**config.mk**
```make
export PLATFORM = sky130hd
export DESIGN_NAME = hawk_pgrd_top
export DESIGN_NICKNAME = d
export VERILOG_FILES = /design/src/hw/hawk_pkg.sv /design/src/hw/hawk_rd_if.sv /design/src/hw/hawk_pgrd_fsm.sv /design/src/hw/hawk_wait_timer.sv /design/src/hw/hawk_rd_port.sv /design/src/hw/hawk_entry_regs.sv /design/src/hw/hawk_pgrd_top.sv
export VERILOG_INCLUDE_DIRS = /design/src /design/src/hw
export SDC_FILE = /design/constraint.sdc
export NUM_CORES = 1
export LEC_CHECK = 0
export ABC_AREA = 1
export BUFFER_PORTS_ARGS = -buffer_cell sky130_fd_sc_hd__buf_2
export CAP_MARGIN = 40
export CORE_AREA = 4 4 205 207
export DETAILED_ROUTE_END_ITERATION = 12
export DIE_AREA = 0 0 209 211
export SETUP_SLACK_MARGIN = 0.1
export SLEW_MARGIN = 25
export SYNTH_ARGS = -nofsm -noshare
export SYNTH_HDL_FRONTEND = slang
export SYNTH_SLANG_ARGS = --single-unit
```
**constraint.sdc**
```tcl
create_clock -name clk_i -period 4 [get_ports clk_i]
set_input_delay 0.2 -clock clk_i [delete_from_list [all_inputs] [get_ports clk_i]]
set_output_delay 0.2 -clock clk_i [all_outputs]
set_load 0.005 [all_outputs]
```
**src/hw/hawk_macros.svh**
```systemverilog
// widths, table base addresses, page status codes and the wait limit
// for the page read manager

`ifndef HAWK_MACROS_SVH
`define HAWK_MACROS_SVH

`define HAWK_ADDR_W     40  // byte address
`define HAWK_DATA_W     64  // one read beat
`define HAWK_WAY_W      28  // page frame number, addr[39:12]
`define HAWK_LST_IDX_W  8   // free list index, 0 is null
`define HAWK_ZPD_W      8   // zero page count
`define HAWK_STS_W      2
`define HAWK_RESP_W     2

`define HAWK_ATT_BASE   40'h00_C000_0000  // ATT entry 0
`define HAWK_TOL_BASE   40'h00_C100_0000  // TOL entry 0
`define HAWK_HPPA_BASE  28'h008_0000      // first host page number

// page status in an ATT entry
`define HAWK_STS_DALLOC 2'd0
`define HAWK_STS_UNCOMP 2'd1
`define HAWK_STS_INCOMP 2'd2
`define HAWK_STS_COMP   2'd3

`define HAWK_WAIT_MAX   64  // cycles before a wait counts as a bus error

`endif

```
**src/hw/hawk_pkg.sv**
```systemverilog
// table entry layouts and the read word union
// a fetched word is either an ATT entry or a TOL free list entry

`include "hawk_macros.svh"

package hawk_pkg;

  // address translation table entry
  typedef struct packed {
    logic [`HAWK_DATA_W-`HAWK_ZPD_W-`HAWK_STS_W-`HAWK_WAY_W-1:0] rsvd;
    logic [`HAWK_ZPD_W-1:0]                                       zpd_cnt;  // zero block writes seen
    logic [`HAWK_STS_W-1:0]                                       sts;
    logic [`HAWK_WAY_W-1:0]                                       way;      // frame or compressed location
  } att_entry_t;

  // free list entry in the TOL
  typedef struct packed {
    logic [`HAWK_DATA_W-`HAWK_LST_IDX_W-`HAWK_WAY_W-1:0] rsvd;
    logic [`HAWK_LST_IDX_W-1:0]                          nxt_idx;  // link to the next entry
    logic [`HAWK_WAY_W-1:0]                              way;      // free frame
  } lst_entry_t;

  // the same 64 bit beat, decoded by which table was read
  typedef union packed {
    att_entry_t att;
    lst_entry_t lst;
  } rd_word_u;

endpackage

```
**src/hw/hawk_rd_if.sv**
```systemverilog
// internal read request/result between the page read FSM and the AXI read port

`include "hawk_macros.svh"

interface hawk_rd_if
  import hawk_pkg::*;
();

  logic                       rd_start;  // one cycle, only with no read outstanding
  logic                       rd_tol;    // 1 reads the TOL, 0 the ATT
  logic [`HAWK_WAY_W-1:0]     att_id;
  logic [`HAWK_LST_IDX_W-1:0] lst_idx;

  logic                       rd_done;   // clean response
  logic                       rd_err;    // nonzero rresp
  rd_word_u                   rd_word;   // held until the next beat

  modport fsm (output rd_start, rd_tol, att_id, lst_idx, input rd_done, rd_err);

  modport port (input rd_start, rd_tol, att_id, lst_idx, output rd_done, rd_err, rd_word);

endinterface

```
**src/hw/hawk_pgrd_fsm.sv**
```systemverilog
// page read manager FSM
// sequences ATT lookup, free list pop, table update, compress and decompress

`include "hawk_macros.svh"

module hawk_pgrd_fsm (
  input  logic                       clk_i,
  input  logic                       rst_ni,
  input  logic                       lookup,
  input  logic [`HAWK_WAY_W-1:0]     hppa,
  input  logic                       zero_blk_wr,
  input  logic [`HAWK_LST_IDX_W-1:0] free_head,
  input  logic [`HAWK_LST_IDX_W-1:0] uncomp_head,
  input  logic [`HAWK_LST_IDX_W-1:0] uncomp_tail,
  input  logic                       pgwr_ready,
  input  logic                       tbl_update_done,
  input  logic                       comp_done,
  input  logic                       decomp_done,
  input  logic                       expired,
  input  logic [`HAWK_STS_W-1:0]     att_sts,
  input  logic [`HAWK_ZPD_W-1:0]     att_zpd_cnt,
  hawk_rd_if.fsm                     rd,
  output logic                       wait_run,
  output logic                       att_load,
  output logic                       lst_load,
  output logic                       grant,
  output logic                       upd_fire,
  output logic                       zpd_only,
  output logic                       comp_load,
  output logic                       dec_load,
  output logic                       comp_start,
  output logic                       decomp_start,
  output logic                       pgrd_ready,
  output logic                       bus_error
);

  localparam logic [3:0] IDLE       = 4'd0;
  localparam logic [3:0] READ_ATT   = 4'd1;
  localparam logic [3:0] CHK_ATT    = 4'd2;
  localparam logic [3:0] POP_FREE   = 4'd3;
  localparam logic [3:0] READ_LST   = 4'd4;
  localparam logic [3:0] TBL_UPDATE = 4'd5;
  localparam logic [3:0] TBL_WAIT   = 4'd6;
  localparam logic [3:0] COMPRESS   = 4'd7;
  localparam logic [3:0] DECOMPRESS = 4'd8;
  localparam logic [3:0] BUS_ERROR  = 4'd9;

  logic [3:0]             state, state_n;
  logic                   st_new;     // first cycle in a state, timer held clear
  logic                   was_comp;   // looked up page sits compressed
  logic                   via_comp;   // free way came from the compressor
  logic                   fault;
  logic                   is_hit;
  logic [`HAWK_WAY_W-1:0] att_id_q;
  logic [`HAWK_WAY_W-1:0] att_id_new;

  assign att_id_new = hppa - `HAWK_HPPA_BASE + 1'b1;  // entry ids start at 1
  assign is_hit     = (att_sts == `HAWK_STS_UNCOMP) || (att_sts == `HAWK_STS_INCOMP);

  // every state that waits on memory or an agent is timed
  assign wait_run = !st_new && (state == READ_ATT || state == READ_LST ||
                                state == TBL_UPDATE || state == TBL_WAIT ||
                                state == COMPRESS || state == DECOMPRESS);
  assign fault    = rd.rd_err || (expired && wait_run);

  assign rd.rd_tol  = (state == POP_FREE);
  assign rd.att_id  = (state == IDLE) ? att_id_new : att_id_q;  // address forms with rd_start
  assign rd.lst_idx = free_head;

  assign pgrd_ready = (state == IDLE);
  assign bus_error  = (state == BUS_ERROR);  // sticky, only reset leaves it

  always_comb begin
    state_n     = state;
    rd.rd_start = 1'b0;
    att_load    = 1'b0;
    lst_load    = 1'b0;
    grant       = 1'b0;
    upd_fire    = 1'b0;
    zpd_only    = 1'b0;
    comp_load   = 1'b0;
    dec_load    = 1'b0;
    if (fault) begin
      state_n = BUS_ERROR;
    end else begin
      case (state)
        IDLE: if (lookup) begin
          rd.rd_start = 1'b1;
          state_n     = READ_ATT;
        end
        READ_ATT: if (rd.rd_done) begin
          att_load = 1'b1;
          state_n  = CHK_ATT;
        end
        CHK_ATT: begin
          if (is_hit) begin
            if (zero_blk_wr && att_zpd_cnt != '1) begin  // count saturates
              zpd_only = 1'b1;
              state_n  = TBL_UPDATE;
            end else begin
              grant   = 1'b1;
              state_n = IDLE;
            end
          end else begin
            state_n = POP_FREE;  // dalloc or compressed both need a free way
          end
        end
        POP_FREE: begin
          if (free_head != '0) begin
            rd.rd_start = 1'b1;
            state_n     = READ_LST;
          end else if (uncomp_head != uncomp_tail) begin
            state_n = COMPRESS;  // two or more uncompressed pages to squeeze
          end else begin
            state_n = IDLE;  // nothing to give, lookup ends without grant
          end
        end
        READ_LST: if (rd.rd_done) begin
          lst_load = 1'b1;
          dec_load = was_comp;
          state_n  = was_comp ? DECOMPRESS : TBL_UPDATE;
        end
        TBL_UPDATE: if (pgwr_ready) begin  // back-pressure from the write manager
          upd_fire = 1'b1;
          state_n  = TBL_WAIT;
        end
        TBL_WAIT: if (tbl_update_done) begin
          grant   = 1'b1;
          state_n = IDLE;
        end
        COMPRESS: if (comp_done) begin
          comp_load = 1'b1;
          if (was_comp) begin
            dec_load = 1'b1;  // expand into the way just freed
            state_n  = DECOMPRESS;
          end else begin
            grant   = 1'b1;
            state_n = IDLE;
          end
        end
        DECOMPRESS: if (decomp_done) begin
          if (via_comp) begin
            grant   = 1'b1;  // compressor already updated its tables
            state_n = IDLE;
          end else begin
            state_n = TBL_UPDATE;
          end
        end
        BUS_ERROR: state_n = BUS_ERROR;
        default:   state_n = BUS_ERROR;
      endcase
    end
  end

  always_ff @(posedge clk_i or negedge rst_ni) begin
    if (!rst_ni) begin
      state        <= IDLE;
      st_new       <= 1'b0;
      was_comp     <= 1'b0;
      via_comp     <= 1'b0;
      comp_start   <= 1'b0;
      decomp_start <= 1'b0;
    end else begin
      state        <= state_n;
      st_new       <= (state_n != state);
      comp_start   <= (state_n == COMPRESS) && (state != COMPRESS);  // pulse on entry
      decomp_start <= (state_n == DECOMPRESS) && (state != DECOMPRESS);
      if (state == CHK_ATT) was_comp <= (att_sts == `HAWK_STS_COMP);
      if (state == IDLE) begin
        via_comp <= 1'b0;
      end else if (comp_load) begin
        via_comp <= 1'b1;
      end
    end
  end

  always_ff @(posedge clk_i) begin
    if (state == IDLE && lookup) att_id_q <= att_id_new;
  end

endmodule

```
**src/hw/hawk_wait_timer.sv**
```systemverilog
// wait timer, flags a wait that has run for the full limit

`include "hawk_macros.svh"

module hawk_wait_timer (
  input  logic clk_i,
  input  logic rst_ni,
  input  logic wait_run,  // level, low clears the count
  output logic expired
);

  localparam int CNT_W = $clog2(`HAWK_WAIT_MAX + 1);

  logic [CNT_W-1:0] cnt;

  always_ff @(posedge clk_i or negedge rst_ni) begin
    if (!rst_ni) begin
      cnt     <= '0;
      expired <= 1'b0;
    end else if (!wait_run) begin
      cnt     <= '0;
      expired <= 1'b0;
    end else begin
      if (cnt != CNT_W'(`HAWK_WAIT_MAX)) cnt <= cnt + 1'b1;  // saturate
      // high once the limit of consecutive cycles has been seen
      expired <= (cnt >= CNT_W'(`HAWK_WAIT_MAX - 1));
    end
  end

endmodule

```
**src/hw/hawk_rd_port.sv**
```systemverilog
// single beat AXI read port
// forms ATT/TOL addresses, holds arvalid, captures and classifies the beat

`include "hawk_macros.svh"

module hawk_rd_port (
  input  logic                    clk_i,
  input  logic                    rst_ni,
  input  logic                    arready,
  input  logic                    rvalid,
  input  logic                    rlast,
  input  logic [`HAWK_DATA_W-1:0] rdata,
  input  logic [`HAWK_RESP_W-1:0] rresp,
  hawk_rd_if.port                 rd,
  output logic                    arvalid,
  output logic [`HAWK_ADDR_W-1:0] araddr,
  output logic                    rready
);

  logic                    outst;  // read issued, beat not yet back
  logic                    beat;
  logic [`HAWK_ADDR_W-1:0] addr_n;

  assign beat   = outst && rvalid && rlast;  // arlen is 0, one beat only
  assign rready = outst;

  // entries are 8 bytes
  always_comb begin
    if (rd.rd_tol) begin
      addr_n = `HAWK_TOL_BASE +
               {{(`HAWK_ADDR_W-`HAWK_LST_IDX_W-3){1'b0}}, rd.lst_idx, 3'b000};
    end else begin
      addr_n = `HAWK_ATT_BASE +
               {{(`HAWK_ADDR_W-`HAWK_WAY_W-3){1'b0}}, rd.att_id, 3'b000};
    end
  end

  always_ff @(posedge clk_i or negedge rst_ni) begin
    if (!rst_ni) begin
      arvalid    <= 1'b0;
      outst      <= 1'b0;
      rd.rd_done <= 1'b0;
      rd.rd_err  <= 1'b0;
    end else begin
      if (rd.rd_start) begin
        arvalid <= 1'b1;
        outst   <= 1'b1;
      end else begin
        if (arvalid && arready) arvalid <= 1'b0;  // accepted
        if (beat) outst <= 1'b0;
      end
      rd.rd_done <= beat && (rresp == '0);
      rd.rd_err  <= beat && (rresp != '0);
    end
  end

  always_ff @(posedge clk_i) begin
    if (rd.rd_start) araddr <= addr_n;
    if (beat) rd.rd_word <= rdata;
  end

endmodule

```
**src/hw/hawk_entry_regs.sv**
```systemverilog
// entry registers
// decodes the fetched word, builds the translation, update record and
// decompress addresses

`include "hawk_macros.svh"

module hawk_entry_regs
  import hawk_pkg::*;
(
  input  logic                       clk_i,
  input  logic                       rst_ni,
  input  rd_word_u                   rd_word,
  input  logic [`HAWK_WAY_W-1:0]     att_id,
  input  logic                       zero_blk_wr,
  input  logic [`HAWK_WAY_W-1:0]     comp_way,
  input  logic                       att_load,
  input  logic                       lst_load,
  input  logic                       grant,
  input  logic                       upd_fire,
  input  logic                       zpd_only,
  input  logic                       comp_load,
  input  logic                       dec_load,
  output logic [`HAWK_STS_W-1:0]     att_sts,
  output logic [`HAWK_ZPD_W-1:0]     att_zpd_cnt,
  output logic                       allow_access,
  output logic [`HAWK_ADDR_W-1:0]    ppa,
  output logic [`HAWK_STS_W-1:0]     sts,
  output logic                       tbl_update,
  output logic [`HAWK_WAY_W-1:0]     upd_att_id,
  output logic [`HAWK_WAY_W-1:0]     upd_way,
  output logic [`HAWK_STS_W-1:0]     upd_sts,
  output logic [`HAWK_ZPD_W-1:0]     upd_zpd_cnt,
  output logic [`HAWK_ADDR_W-1:0]    decomp_src,
  output logic [`HAWK_ADDR_W-1:0]    decomp_dst
);

  att_entry_t             att_q;    // looked up entry
  logic [`HAWK_WAY_W-1:0] gnt_way;  // way handed out on grant
  logic [`HAWK_STS_W-1:0] gnt_sts;
  logic [`HAWK_WAY_W-1:0] dst_way;

  assign att_sts     = att_q.sts;
  assign att_zpd_cnt = att_q.zpd_cnt;
  assign dst_way     = comp_load ? comp_way : rd_word.lst.way;  // compressor or popped way

  always_ff @(posedge clk_i or negedge rst_ni) begin
    if (!rst_ni) begin
      allow_access <= 1'b0;
      tbl_update   <= 1'b0;
    end else begin
      allow_access <= grant;
      tbl_update   <= upd_fire;
    end
  end

  always_ff @(posedge clk_i) begin
    if (att_load) begin
      att_q      <= rd_word.att;
      gnt_way    <= rd_word.att.way;  // plain hit keeps its frame
      gnt_sts    <= rd_word.att.sts;
      upd_att_id <= att_id;
    end
    if (lst_load) begin
      gnt_way     <= rd_word.lst.way;
      gnt_sts     <= `HAWK_STS_UNCOMP;
      upd_way     <= rd_word.lst.way;  // allocation record
      upd_sts     <= `HAWK_STS_UNCOMP;
      upd_zpd_cnt <= zero_blk_wr ? `HAWK_ZPD_W'(1) : '0;
    end
    if (zpd_only) begin
      upd_way     <= att_q.way;
      upd_sts     <= att_q.sts;  // status unchanged, only count bumps
      upd_zpd_cnt <= att_q.zpd_cnt + 1'b1;
    end
    if (comp_load) begin
      gnt_way <= comp_way;
      gnt_sts <= `HAWK_STS_UNCOMP;
    end
    if (dec_load) begin
      decomp_src <= {att_q.way, 12'h000};  // compressed page location
      decomp_dst <= {dst_way, 12'h000};
    end
    if (grant) begin
      // compressor way may arrive in the same cycle as the grant
      ppa <= {(comp_load ? comp_way : gnt_way), 12'h000};
      sts <= comp_load ? `HAWK_STS_UNCOMP : gnt_sts;
    end
  end

endmodule

```
**src/hw/hawk_pgrd_top.sv**
```systemverilog
// page read manager top level
// FSM, wait timer, AXI read port and entry registers on plain ports

`include "hawk_macros.svh"

module hawk_pgrd_top (
  input  logic                       clk_i,
  input  logic                       rst_ni,
  input  logic                       lookup,
  input  logic [`HAWK_WAY_W-1:0]     hppa,
  input  logic                       zero_blk_wr,
  input  logic [`HAWK_LST_IDX_W-1:0] free_head,
  input  logic [`HAWK_LST_IDX_W-1:0] uncomp_head,
  input  logic [`HAWK_LST_IDX_W-1:0] uncomp_tail,
  input  logic                       pgwr_ready,
  input  logic                       tbl_update_done,
  input  logic                       comp_done,
  input  logic [`HAWK_WAY_W-1:0]     comp_way,
  input  logic                       decomp_done,
  output logic                       arvalid,
  input  logic                       arready,
  output logic [`HAWK_ADDR_W-1:0]    araddr,
  input  logic                       rvalid,
  input  logic                       rlast,
  input  logic [`HAWK_DATA_W-1:0]    rdata,
  input  logic [`HAWK_RESP_W-1:0]    rresp,
  output logic                       rready,
  output logic                       allow_access,
  output logic [`HAWK_ADDR_W-1:0]    ppa,
  output logic [`HAWK_STS_W-1:0]     sts,
  output logic                       tbl_update,
  output logic [`HAWK_WAY_W-1:0]     upd_att_id,
  output logic [`HAWK_WAY_W-1:0]     upd_way,
  output logic [`HAWK_STS_W-1:0]     upd_sts,
  output logic [`HAWK_ZPD_W-1:0]     upd_zpd_cnt,
  output logic                       comp_start,
  output logic                       decomp_start,
  output logic [`HAWK_ADDR_W-1:0]    decomp_src,
  output logic [`HAWK_ADDR_W-1:0]    decomp_dst,
  output logic                       pgrd_ready,
  output logic                       bus_error
);

  logic                   wait_run, expired;
  logic                   att_load, lst_load, grant, upd_fire;
  logic                   zpd_only, comp_load, dec_load;
  logic [`HAWK_STS_W-1:0] att_sts;
  logic [`HAWK_ZPD_W-1:0] att_zpd_cnt;

  hawk_rd_if i_rd ();  // FSM to read port

  hawk_pgrd_fsm i_fsm (
    .clk_i, .rst_ni, .lookup, .hppa, .zero_blk_wr, .free_head, .uncomp_head,
    .uncomp_tail, .pgwr_ready, .tbl_update_done, .comp_done, .decomp_done,
    .expired, .att_sts, .att_zpd_cnt, .rd(i_rd.fsm), .wait_run, .att_load,
    .lst_load, .grant, .upd_fire, .zpd_only, .comp_load, .dec_load,
    .comp_start, .decomp_start, .pgrd_ready, .bus_error
  );

  hawk_wait_timer i_timer (.clk_i, .rst_ni, .wait_run, .expired);

  hawk_rd_port i_port (
    .clk_i, .rst_ni, .arready, .rvalid, .rlast, .rdata, .rresp,
    .rd(i_rd.port), .arvalid, .araddr, .rready
  );

  hawk_entry_regs i_regs (
    .clk_i, .rst_ni, .rd_word(i_rd.rd_word), .att_id(i_rd.att_id), .zero_blk_wr,
    .comp_way, .att_load, .lst_load, .grant, .upd_fire, .zpd_only, .comp_load,
    .dec_load, .att_sts, .att_zpd_cnt, .allow_access, .ppa, .sts, .tbl_update,
    .upd_att_id, .upd_way, .upd_sts, .upd_zpd_cnt, .decomp_src, .decomp_dst
  );

endmodule

```
Word level (Yosys, flattened, before mapping)
Cells that the tools add are included.
{"block": "word_totals", "out_inout_bits": 236, "regBits": 349}
{"block": "op_classes", "n_addsub": 6, "n_lt_le_gt_ge": 1, "mux": 72, "n_eq_ne": 21, "n_reduce_logical": 29}
{"operator": "28-bit 2-to-1 mux", "count": 8}
{"operator": "4-bit 2-to-1 mux", "count": 11}
{"operator": "40-bit 2-to-1 mux", "count": 1}
{"operator": "1-bit 2-to-1 mux", "count": 38}
{"operator": "4-bit one-hot mux with 9 select lines", "count": 1}
{"operator": "32-bit by 11-bit adder with 33-bit output (first input constant)", "count": 1}
{"operator": "32-bit by 31-bit adder with 33-bit output (first input constant)", "count": 1}
{"operator": "28-bit by 1-bit adder with 28-bit output (second input constant)", "count": 1}
{"operator": "28-bit by 20-bit subtractor with 28-bit output (second input constant)", "count": 1}
{"operator": "4-bit by 3-bit == test with 1-bit output (second input constant)", "count": 5}
{"operator": "8-bit 2-to-1 mux", "count": 2}
{"operator": "7-bit 2-to-1 mux", "count": 2}
{"operator": "4-bit == test (second input constant)", "count": 3}
{"operator": "3-bit 2-to-1 mux", "count": 4}
{"operator": "1-bit logical AND", "count": 11}
{"operator": "2-bit nonzero test", "count": 5}
{"operator": "8-bit by 1-bit adder with 8-bit output (second input constant)", "count": 1}
{"operator": "4-bit by 2-bit == test with 1-bit output (second input constant)", "count": 2}
{"operator": "8-bit != test", "count": 1}
{"operator": "8-bit != test (second input constant)", "count": 1}
{"operator": "8-bit nonzero test", "count": 1}
{"operator": "7-bit by 1-bit adder with 7-bit output (second input constant)", "count": 1}
{"operator": "7-bit by 6-bit >= comparator with 1-bit output (second input constant)", "count": 1}
{"operator": "1-bit logical OR", "count": 7}
{"operator": "other kinds (16)", "count": 19}

Depth between registers and ports, before layout
Gate-level depths: netlist of the first run.
{"block": "depth", "word_depth": 13, "ltp_mapped": 13}

Hierarchy
A second synthesis of the first run with hierarchy kept.
{"block": "hier_totals", "hier_cells": 1191, "hier_area_um2": 14777.9}
{"module": "hawk_entry_regs", "instances": 1, "area_per_inst_um2": 8154.1, "seq_area_each_um2": 6636.4, "cells_per_inst": 538}
{"module": "hawk_rd_port", "instances": 1, "area_per_inst_um2": 3313.2, "seq_area_each_um2": 2892.8, "cells_per_inst": 190}
{"module": "hawk_pgrd_fsm", "instances": 1, "area_per_inst_um2": 2871.5, "seq_area_each_um2": 1066.0, "cells_per_inst": 408}
{"module": "hawk_wait_timer", "instances": 1, "area_per_inst_um2": 439.2, "seq_area_each_um2": 200.2, "cells_per_inst": 55}

Least setup slack after synthesis of the first run
No wires, ideal clock.
{"block": "synth_timing", "path_kind": "flip-flop to flip-flop", "from": "register i_fsm.state[2]", "to": "register i_regs.decomp_dst[12] (enable)", "required_ns": 3.530, "setup_slack_ns": 0.165, "arrival_time_ns": 3.365, "stages_incl_launch_ff": 7, "n_path_buf": 0, "path_cell_list": "dfrtp_1 > inv_1 > nor2_4 > nand2_1 > nor2_4 > o21ai_2 > nor2_1"}
{"block": "synth_via", "elab_chain_len": 10}
{"element": "start: declaration", "line": "hawk_pgrd_fsm.sv:48", "text": "logic [3:0] state, state_n;"}
{"element": "start signal: assignment", "line": "hawk_pgrd_fsm.sv:164", "text": "state <= state_n;"}
{"element": "4-bit by 1-bit == test with 1-bit output / 4-bit by 3-bit == test with 1-bit output (equally long branches)", "line": "hawk_pgrd_fsm.sv:61, hawk_pgrd_fsm.sv:86"}
{"element": "1-bit logical OR (2 in series)", "line": "hawk_pgrd_fsm.sv:61", "text": "assign wait_run = !st_new && (state == READ_ATT || state == READ_LST ||"}
{"element": "1-bit logical OR (2 in series)", "line": "hawk_pgrd_fsm.sv:62", "text": "state == TBL_UPDATE || state == TBL_WAIT ||"}
{"element": "1-bit logical OR", "line": "hawk_pgrd_fsm.sv:63", "text": "state == COMPRESS || state == DECOMPRESS);"}
{"element": "1-bit logical AND", "line": "hawk_pgrd_fsm.sv:61"}
{"element": "1-bit logical AND", "line": "hawk_pgrd_fsm.sv:64", "text": "assign fault = rd.rd_err || (expired && wait_run);"}
{"element": "1-bit logical OR", "line": "hawk_pgrd_fsm.sv:64"}
{"element": "1-bit 2-to-1 mux (*)", "line": "hawk_pgrd_fsm.sv:83", "text": "if (fault) begin"}
{"element": "named net dec_load", "line": "hawk_pgrd_top.sv:46", "text": "logic zpd_only, comp_load, dec_load;"}
{"element": "end signal: assignment", "line": "hawk_entry_regs.sv:81", "text": "decomp_dst <= {dst_way, 12'h000};"}
{"element": "end: declaration", "line": "hawk_entry_regs.sv:34", "text": "output logic [`HAWK_ADDR_W-1:0] decomp_dst"}
Mark *: on every way through the listed nets, which the timed path passes. The rest lies on a longest branch.
A chain may end at the register's enable or synchronous reset.

Worst setup path after layout of the first run
{"block": "layout_timing", "from": "register i_fsm.state[3]", "to": "register i_regs.upd_way[10] (enable)"}
{"block": "layout_via", "elab_chain_len": 11}
{"element": "4-bit by 1-bit == test with 1-bit output / 4-bit by 3-bit == test with 1-bit output (equally long branches)", "line": "hawk_pgrd_fsm.sv:61, hawk_pgrd_fsm.sv:86"}
{"element": "1-bit logical OR (2 in series)", "line": "hawk_pgrd_fsm.sv:61"}
{"element": "1-bit logical OR (2 in series)", "line": "hawk_pgrd_fsm.sv:62"}
{"element": "1-bit logical OR", "line": "hawk_pgrd_fsm.sv:63"}
{"element": "1-bit logical AND", "line": "hawk_pgrd_fsm.sv:61"}
{"element": "1-bit logical AND", "line": "hawk_pgrd_fsm.sv:64"}
{"element": "1-bit logical OR", "line": "hawk_pgrd_fsm.sv:64"}
{"element": "1-bit 2-to-1 mux", "line": "hawk_pgrd_fsm.sv:83"}
{"element": "2-bit nonzero test (no line) (*)"}
{"element": "end signal: assignment", "line": "hawk_entry_regs.sv:66", "text": "upd_way <= rd_word.lst.way;"}
{"element": "end signal: assignment", "line": "hawk_entry_regs.sv:71", "text": "upd_way <= att_q.way;"}
{"element": "end: declaration", "line": "hawk_entry_regs.sv:30", "text": "output logic [`HAWK_WAY_W-1:0] upd_way,"}
Every way passes the cells marked *; elsewhere a longest branch is shown, timed or not.

==> impl_metrics.env, run 1 <==
export IMPL_status="finished clean"
export IMPL_critPathMaxFanout=28
export IMPL_p_leak_nw=7.73
export IMPL_synth_async_reset_ratio_pct=6.80
export IMPL_gp_congestion=0.844
export IMPL_track_usage_pct=16.0
export IMPL_finalSetupViolations=0
export IMPL_rsz0062_at_grt="no"
export IMPL_rrSetupSlack_ps=1290
export IMPL_synthFlopType="edfxtp_1"
export IMPL_synth_area_leaders="edfxtp_1, nand2_1, dfrtp_1"
export IMPL_finClkSkew_ps=11.8
export IMPL_first_global_vias=9625
export IMPL_cp_arrival_ps=2900
export IMPL_setup_tns_ps=0
export IMPL_layout_commonest_cell="nand2_1"
export IMPL_synthDistinctLibCells=43
export IMPL_syn_to_final_growth_pct=29.8
export IMPL_worstPathRequired_ps=4190
export IMPL_drv_slew=0
export IMPL_hold_worst_slack_ps=36.6
export IMPL_netlist_area_mm2=0.0139
export IMPL_die_area_mm2=0.0441
export IMPL_postCtsSetupBuffers=0
export IMPL_slowest_delay_ps=460
export IMPL_synthesis_instances=1163
export IMPL_dp_hpwl_um=25100
export IMPL_cap_violations=0
export IMPL_routed_wl_um=36200
export IMPL_period_needed_ps=2710
export IMPL_cts_resized=0
export IMPL_clk_path_buf_depth=3
export IMPL_post_drt_wl_per_cell_um=16.8
export IMPL_start_util_pct=34.5
export IMPL_power_density_mw_per_mm2=411
export IMPL_worst_skew_pair_late_latency_ps=540
export IMPL_rows=74
export IMPL_post_place_ws_ps=1250
export IMPL_drtAntennaViolNets=0
export IMPL_coreArea_mm2=0.0404
export IMPL_vias_per_cell=4.41
export IMPL_grt_pass1_wl_um=54900
export IMPL_final_core_util_pct=44.7
export IMPL_dr_pass1_iters=5
export IMPL_path_class="flip-flop to flip-flop"
export IMPL_grt_antenna_before_repair=1
export IMPL_cts_tree="built"
export IMPL_synth_edf_count=313
export IMPL_critPathCaptureType="flip-flop"
export IMPL_cts_root_buf="clkbuf_16"
export IMPL_dr_total_vias=9534
export IMPL_final_net_count=1760
export IMPL_startpoint_type="flip-flop"
export IMPL_grt_overflow_total=0
export IMPL_layout_common_cells="nand2_1, buf_2, edfxtp_1"
export IMPL_drive_gt1_share_pct=27.3
export IMPL_cp_depth=8
export IMPL_drt_iter0_drc=539
export IMPL_slew_headroom_pct=49.0
export IMPL_endpoint="i_regs.upd_way[10]"
export IMPL_cts_made_buffers=38
export IMPL_max_freq_ghz=0.368
export IMPL_fp_dieH_um=211
export IMPL_p_total_mw=7.43
export IMPL_grt_max_degree=41
export IMPL_portBuffers=320
export IMPL_synth_warnings=0
export IMPL_reg2reg_to="i_regs.upd_way[10]"
export IMPL_cp_startpoint="i_fsm.state[3]"
export IMPL_path_delay_family="simple AND/OR/NAND/NOR gates"
export IMPL_cts_sinks=338
export IMPL_ys_seq_area_share_pct=72.0
export IMPL_synth_top_cell_area_share_pct=67.6
export IMPL_yosysTopAreaCell="edfxtp_1"
export IMPL_min_period_over_period_pct=67.8
export IMPL_clkTransAtPathRegs_ps=60
export IMPL_crit_chain="nor2_2, nand2_1, inv_1, nand2_1, nor2_2, nand2_2, nand2_2, buf_4"
export IMPL_r2r_cells=8
export IMPL_ys_ff_latch=338
export IMPL_tightest_slew_ps=764
export IMPL_cp_slowest_cell="dfrtp_1"
export IMPL_setup_ws_ps=1290
export IMPL_htree_levels=2
export IMPL_ios=393
export IMPL_r2r_start="i_fsm.state[3]"
export IMPL_drc=0
export IMPL_final_hold_viol_count=0
export IMPL_ir_drop_mv=0.307
export IMPL_hp_class="primary input to flip-flop"
export IMPL_critPathBufInv=2
export IMPL_die_w_um=209
export IMPL_num_antenna_cells=0
export IMPL_synth_avg_cell_area_um2=12.0
synthesized netlist by cell type, types with 8 or more instances:
master and n:
edfxtp_1 313, or2_2 18, nand2_1 396, buf_6 9
nand4_1 8, o21ai_0 27, nor2_1 70, a21oi_1 12
dfrtp_1 23, buf_4 48, inv_1 98, nand3_1 30
buf_2 10, xnor2_1 10, xor2_1 15, nor3_1 9
logic make-up after synthesis:
kind of cell / count (synthesis) / synth area share [%]
flops: 338 / 72.0
fa+ha+maj: 5 / 0.450
buf+inv: 175 / 6.61
compound gates: 52 / 2.08
other cells: 1 / 0.0270
simple gates: 567 / 17.3
xor+xnor: 25 / 1.57
how the worst min path moves through the flow:
stage	startpoint	depth (start not counted)	slack (ps)	endpoint
4_1_cts	zero_blk_wr	2	2	i_regs.upd_zpd_cnt[0]
3_3_place_gp	rst_ni	1	210	i_port.rready
6_report	zero_blk_wr	2	40	i_regs.upd_zpd_cnt[0]
5_1_grt	zero_blk_wr	2	30	i_regs.upd_zpd_cnt[0]
2_1_floorplan	rst_ni	0	-100	i_fsm.comp_start
3_5_place_dp	rst_ni	1	220	i_port.rready
per-layer routing:
layer | wire, um | vias to the layer above | share of wire (%) | track usage (%)
met4 | 648 | 2 | 1.8 | 4.30
met3 | 3140 | 44 | 8.7 | 4.75
met5 | 12 | - | 0.033 | 0
met2 | 17700 | 358 | 49 | 27.5
met1 | 14700 | 4485 | 41 | 19.9
li1 | - | 4645 | - | -
sequential cells by signal, summed over array words and instances, names as in the netlist, 2 cells and up:
register and count:
i_regs.att_q 28, i_regs.sts 2, i_regs.ppa 28, i_regs.upd_zpd_cnt 8, i_regs.gnt_way 28, i_port.rd.rd_word 38
i_regs.upd_way 28, i_fsm.state 4, i_regs.att_zpd_cnt 8, i_timer.cnt 7, i_port.araddr 29, i_regs.upd_sts 2
i_regs.decomp_src 28, i_regs.upd_att_id 28, i_regs.gnt_sts 2, i_regs.decomp_dst 28, i_fsm.att_id_q 28, i_regs.att_sts 2
through the flow:
stage / cells / cell area, um2
3_5_place_dp: 2001 / 16000
5_1_grt: 2160 / 18100
3_3_place_gp: 2000 / 16000
6_report: 2160 / 18100
4_1_cts: 2160 / 18100
2_1_floorplan: 1208 / 14100
where the power goes:
group	switching [mW]	internal [mW]	leakage [nW]
clock network	1.40	1.91	0.585
registers	0.00902	3.85	3.12
logic	0.127	0.134	4.03
total	1.54	5.89	7.73
layout make-up:
| class | instances | area [um2] |
|---|---|---|
| timing repair buffer | 422 | 2620 |
| inverter | 103 | 390 |
| fill | 3742 | 22300 |
| clock buffer | 48 | 1030 |
| tap | 532 | 666 |
| clock inverter | 22 | 168 |
| multi-input combinational | 695 | 3180 |
| sequential | 338 | 10000 |
what timing repair did:
| action | in CTS | in global routing |
|---|---|---|
| setup endpoints to repair | 0 | 0 |
| hold buffers | 89 | 0 |
| endpoints found under the hold margin | 162 | 0 |
Power figures use the tool's default switching activity.
==> run 2: changes to the inputs <==
clock period = 2.6 ns   (was 4 ns; I/O delays follow)
==> run 2 against run 1 <==
  * Core utilization is 0.48 points higher
  * Worst hold slack better by 2.8 ps
  * Critical path depth is 2 higher
  * Final cell count is 0.74% higher
  * Sequential share of layout area is 0.59 points lower
  * Setup slack worse by 970 ps
  * Power is 52% higher
  * Register-to-register slack worse by 970 ps
  * Non-clock buffer count is 20 higher
  * Global-route usage is 0.088 points lower
  * Largest cell class unchanged
==> impl_metrics.env, run 2 (synthesis gave the netlist of run 1 again) <==
export IMPL_dr_pass1_iters=5
export IMPL_largest_reg_flops=38
export IMPL_stdcell_count=2176
export IMPL_clkTransAtPathRegs_ps=60
export IMPL_coreArea_mm2=0.0404
export IMPL_grt_use_met1_pct=19.6
export IMPL_post_place_ws_ps=286
export IMPL_die_w_um=209
export IMPL_status="finished clean"
export IMPL_final_core_util_pct=45.2
export IMPL_ios=393
export IMPL_htree_levels=2
export IMPL_cts_sinks=338
export IMPL_vias_per_cell=4.45
export IMPL_worstPathRequired_ps=2870
export IMPL_rows=74
export IMPL_layout_common_cells="nand2_1, buf_2, edfxtp_1"
export IMPL_r2r_start="i_fsm.state[0]"
export IMPL_die_area_mm2=0.0441
export IMPL_start_util_pct=34.5
export IMPL_cp_common_cell="nand2_2"
export IMPL_setup_ws_ps=312
export IMPL_min_to="i_fsm.att_id_q[15]"
export IMPL_drtAntennaViolNets=0
export IMPL_finClkSkew_ps=24.1
export IMPL_drc=0
export IMPL_path_delay_family="buffers and inverters"
export IMPL_clk_path_buf_depth=3
export IMPL_p_leak_nw=7.78
export IMPL_busiest_layer="met2"
export IMPL_drv_slew=0
export IMPL_cts_made_buffers=37
export IMPL_fp_dieH_um=211
export IMPL_cts_tree="built"
export IMPL_slowest_delay_ps=450
export IMPL_gp_congestion=0.853
export IMPL_track_usage_pct=15.9
export IMPL_dp_cells=2005
export IMPL_final_hold_viol_count=0
export IMPL_ir_drop_mv=0.473
export IMPL_period_needed_ps=2290
export IMPL_min_period_over_period_pct=88.0
export IMPL_first_global_vias=9706
export IMPL_cp_slowest_cell="dfrtp_1"
export IMPL_grt_pass1_wl_um=54700
export IMPL_grt_overflow_total=0
export IMPL_dp_hpwl_um=25000
export IMPL_postCtsSetupBuffers=0
export IMPL_critPathCaptureType="flip-flop"
export IMPL_layout_commonest_cell="nand2_1"
export IMPL_crit_chain="inv_2, nand2_1, o21ai_2, nand3_2, nand2_4, inv_4, nand2_2, buf_4, nand2_2, buf_12"
export IMPL_tightest_slew_ps=695
export IMPL_worstHoldPathCells=3
export IMPL_grt_max_degree=40
export IMPL_met2_usage_pct=27.3
export IMPL_drt_iter0_drc=535
export IMPL_drive_gt1_share_pct=26.9
export IMPL_routed_wl_um=35900
export IMPL_cap_violations=0
export IMPL_slew_headroom_pct=53.6
export IMPL_power_density_mw_per_mm2=617
export IMPL_grt_antenna_before_repair=1
export IMPL_critPathMaxFanout=30
export IMPL_hp_class="primary input to flip-flop"
export IMPL_finalSetupViolations=0
export IMPL_reg2reg_to="i_regs.upd_zpd_cnt[3]"
export IMPL_setup_tns_ps=0
export IMPL_portBuffers=320
export IMPL_grtUsageMet3_pct=4.65
export IMPL_post_drt_wl_per_cell_um=16.5
export IMPL_worst_skew_pair_late_latency_ps=540
export IMPL_path_class="flip-flop to flip-flop"
export IMPL_rrSetupSlack_ps=310
export IMPL_cp_arrival_ps=2560
export IMPL_rsz0062_at_grt="no"
export IMPL_dr_total_vias=9685
export IMPL_min_from="hppa[15]"
export IMPL_r2r_cells=10
export IMPL_syn_to_final_growth_pct=31.2
export IMPL_critPathBufInv=4
export IMPL_top_regs="i_port.rd.rd_word: 38 flops, i_port.araddr: 29 flops"
export IMPL_final_net_count=1779
export IMPL_startpoint_type="flip-flop"
export IMPL_cts_root_buf="clkbuf_16"
export IMPL_top_register="i_port.rd.rd_word"
export IMPL_max_freq_ghz=0.437
-- run 2: metal layers --
layer	up-vias	share of wire, %
met5	-	0.020
met3	61	8.3
li1	4687	-
met2	355	48
met1	4580	41
met4	2	2.4
-- run 2: worst max path at each step --
stage,startpoint,end,slack [ps],cells past startpoint
finish,i_fsm.state[0],i_regs.upd_zpd_cnt[3],310,10
detailed placement,i_fsm.state[0],i_regs.upd_way[21],290,10
CTS,i_fsm.state[0],i_regs.upd_zpd_cnt[0],280,10
global placement,i_fsm.state[0],i_regs.upd_way[21],340,10
global route,i_regs.att_zpd_cnt[0],i_regs.upd_zpd_cnt[0],130,9
floorplan,i_fsm.state[2],i_regs.decomp_dst[12],-310,6
-- run 2: per-stage QoR --
stage	power [mW]	instance area, um2	hold WS (ps)
4_1_cts	11.4	18200	0.684
3_3_place_gp	6.33	16100	155
3_5_place_dp	6.34	16100	158
2_1_floorplan	6.22	14100	-166
5_1_grt	11.7	18200	37.6
6_report	11.3	18300	39.4
-- run 2: tightest hold or removal path: cells and delay by family --
family | cells | cell delay (ps)
buf+inv | 2 | 200
xor+xnor | 1 | 140
-- run 2: final cells by class --
type / instances / area, um2
repair buffers: 442 / 2870
clock buffers: 45 / 977
diodes: 1 / 2.50
clock inverters: 20 / 151
multi-input cells: 695 / 3180
inverters: 103 / 397
well taps: 532 / 666
flip-flops and latches: 338 / 10000
fillers: 3775 / 22100
-- run 2: where the power goes --
group | internal, mW | leakage (nW) | switching [mW] | total (mW)
sequential | 5.92 | 3.12 | 0.0137 | 5.94
combinational | 0.224 | 4.11 | 0.198 | 0.422
clock | 2.87 | 0.551 | 2.04 | 4.91
total | 9.01 | 7.78 | 2.25 | 11.3
-- run 2: what timing repair did --
item,4_1_cts,5_1_grt
hold buffers,105,0
resized for setup,0,0
endpoints found under the hold margin,181,0
==> run 3: changes to the inputs <==
CORE_AREA = 4 4 169 171   (was 4 4 205 207)
DIE_AREA = 0 0 173 175   (was 0 0 209 211)
PLACE_DENSITY = 0.79   (was default)
==> run 3 against run 2 <==
  * Register-to-register slack better by 50 ps
  * Critical path depth decreased by 1
  * Sequential share of layout area is 1.2 points higher
  * Core utilization up 21 points
  * Wire length is 0.45% lower
  * Critical path type unchanged
  * Sequential power is essentially flat
==> impl_metrics.env, run 3 (synthesis gave the netlist of run 1 again) <==
export IMPL_layout_commonest_cell="nand2_1"
export IMPL_p_total_mw=11.3
export IMPL_cts_root_buf="clkbuf_16"
export IMPL_power_density_mw_per_mm2=633
export IMPL_slew_headroom_pct=53.1
export IMPL_dr_total_vias=9876
export IMPL_worstPathRequired_ps=2960
export IMPL_tightest_slew_ps=702
export IMPL_final_hold_viol_count=0
export IMPL_fp_dieH_um=175
export IMPL_worst_skew_pair_late_latency_ps=510
export IMPL_grt_antenna_before_repair=1
export IMPL_die_w_um=173
export IMPL_path_class="flip-flop to flip-flop"
export IMPL_period_needed_ps=2240
export IMPL_drtAntennaViolNets=0
export IMPL_setup_tns_ps=0
export IMPL_first_global_vias=10245
export IMPL_grt_max_degree=40
export IMPL_hp_class="primary input to flip-flop"
export IMPL_cts_sinks=338
export IMPL_syn_to_final_growth_pct=28.5
export IMPL_htree_levels=2
export IMPL_cap_violations=0
export IMPL_cts_tree="built"
export IMPL_routed_wl_um=35700
export IMPL_ios=393
export IMPL_dp_hpwl_um=23600
export IMPL_drc=0
export IMPL_rows=60
export IMPL_cts_resized=0
export IMPL_clkTransAtPathRegs_ps=60
export IMPL_critPathMaxFanout=30
export IMPL_r2r_cells=9
export IMPL_grt_overflow_total=0
export IMPL_dr_pass1_iters=5
export IMPL_drv_slew=0
export IMPL_post_drt_wl_per_cell_um=18.1
export IMPL_critPathCaptureType="flip-flop"
export IMPL_p_leak_nw=7.72
export IMPL_status="finished clean"
export IMPL_clk_path_buf_depth=3
export IMPL_path_delay_family="simple AND/OR/NAND/NOR gates"
export IMPL_rsz0062_at_grt="no"
export IMPL_cts_made_buffers=36
export IMPL_die_area_mm2=0.0303
export IMPL_cp_slowest_cell="inv_2"
export IMPL_startpoint_type="flip-flop"
export IMPL_largest_reg_flops=38
export IMPL_layout_common_cells="nand2_1, buf_2, edfxtp_1"
export IMPL_top_regs="i_port.rd.rd_word: 38 flops, i_port.araddr: 29 flops"
export IMPL_rrSetupSlack_ps=360
export IMPL_track_usage_pct=23.0
export IMPL_r2r_start="i_fsm.state[3]"
export IMPL_finClkSkew_ps=19.7
export IMPL_num_fill_cells=1939
export IMPL_top_register="i_port.rd.rd_word"
export IMPL_min_to="i_fsm.att_id_q[15]"
export IMPL_portBuffers=320
export IMPL_ir_drop_mv=0.487
export IMPL_setup_ws_ps=365
export IMPL_max_freq_ghz=0.447
export IMPL_gp_congestion=0.889
export IMPL_min_period_over_period_pct=86.0
export IMPL_drive_gt1_share_pct=27.0
export IMPL_cp_arrival_ps=2600
export IMPL_min_from="hppa[15]"
export IMPL_hold_worst_slack_ps=18.0
export IMPL_finalSetupViolations=0
export IMPL_drt_iter0_drc=598
export IMPL_coreArea_mm2=0.0269
export IMPL_start_util_pct=51.8
export IMPL_worstHoldPathCells=3
export IMPL_critPathBufInv=2
export IMPL_final_net_count=1765
export IMPL_post_place_ws_ps=345
export IMPL_slowest_delay_ps=520
export IMPL_grt_pass1_wl_um=55200
export IMPL_reg2reg_to="i_regs.gnt_way[18]"
export IMPL_vias_per_cell=5.02
export IMPL_crit_chain="nor2_2, a21oi_2, nand3_2, nand2_4, inv_4, nand2_4, inv_2, nand2_1, nand2_1"
==> run 3: timing repair <==
action | 4_1_cts | 5_1_grt
hold buffers | 92 | 0
buffers inserted | 0 | 0
endpoints found under the hold margin | 168 | 0
==> run 3: tightest hold or removal path, cell delays in order <==
cell	delay (ps)
buf_2	120
xnor2_1	100
inv_1	60
==> run 3: worst max-delay path by stage <==
| stage | from | to | slack, ps | cells past startpoint |
|---|---|---|---|---|
| finish | i_fsm.state[3] | i_regs.gnt_way[18] | 360 | 9 |
| global route | i_fsm.state[0] | i_port.araddr[22] | 200 | 8 |
| CTS | i_fsm.state[3] | i_port.araddr[22] | 350 | 7 |
| detailed placement | i_fsm.state[3] | i_port.araddr[22] | 340 | 7 |
| global placement | i_fsm.state[3] | i_port.araddr[22] | 430 | 7 |
| floorplan | i_fsm.state[2] | i_regs.decomp_dst[12] | -310 | 6 |
==> run 3: metal layers <==
metal  wire, um  track usage, %
met5          0               0
met4        847            6.92
met1      13300            26.3
met2      18500            42.2
met3       3070            6.23
==> run 3: report_power, final <==
group | internal, mW | switching (mW)
Sequential | 5.92 | 0.0153
Clock | 2.98 | 1.97
Combinational | 0.211 | 0.206
==> run 3: area by class of cell <==
class	instances	area, um2	share of cell area [%]
flip-flops and latches	338	10000	56.0
multi-input cells	695	3180	17.8
repair buffers	429	2730	15.2
clock buffers	49	960	5.37
well taps	341	427	2.39
inverters	103	397	2.22
clock inverters	13	174	0.973
diodes	1	2.50	0.0140
==> run 3: through the flow <==
step | instances | util (%) | area (um2)
after floorplan | 1208 | - | 14100
after global placement | 1814 | 58.9 | 15800
after detailed placement | 1814 | 58.9 | 15800
after CTS | 1968 | 66.5 | 17900
after global routing | 1969 | 66.5 | 17900
final | 1969 | 66.5 | 17900
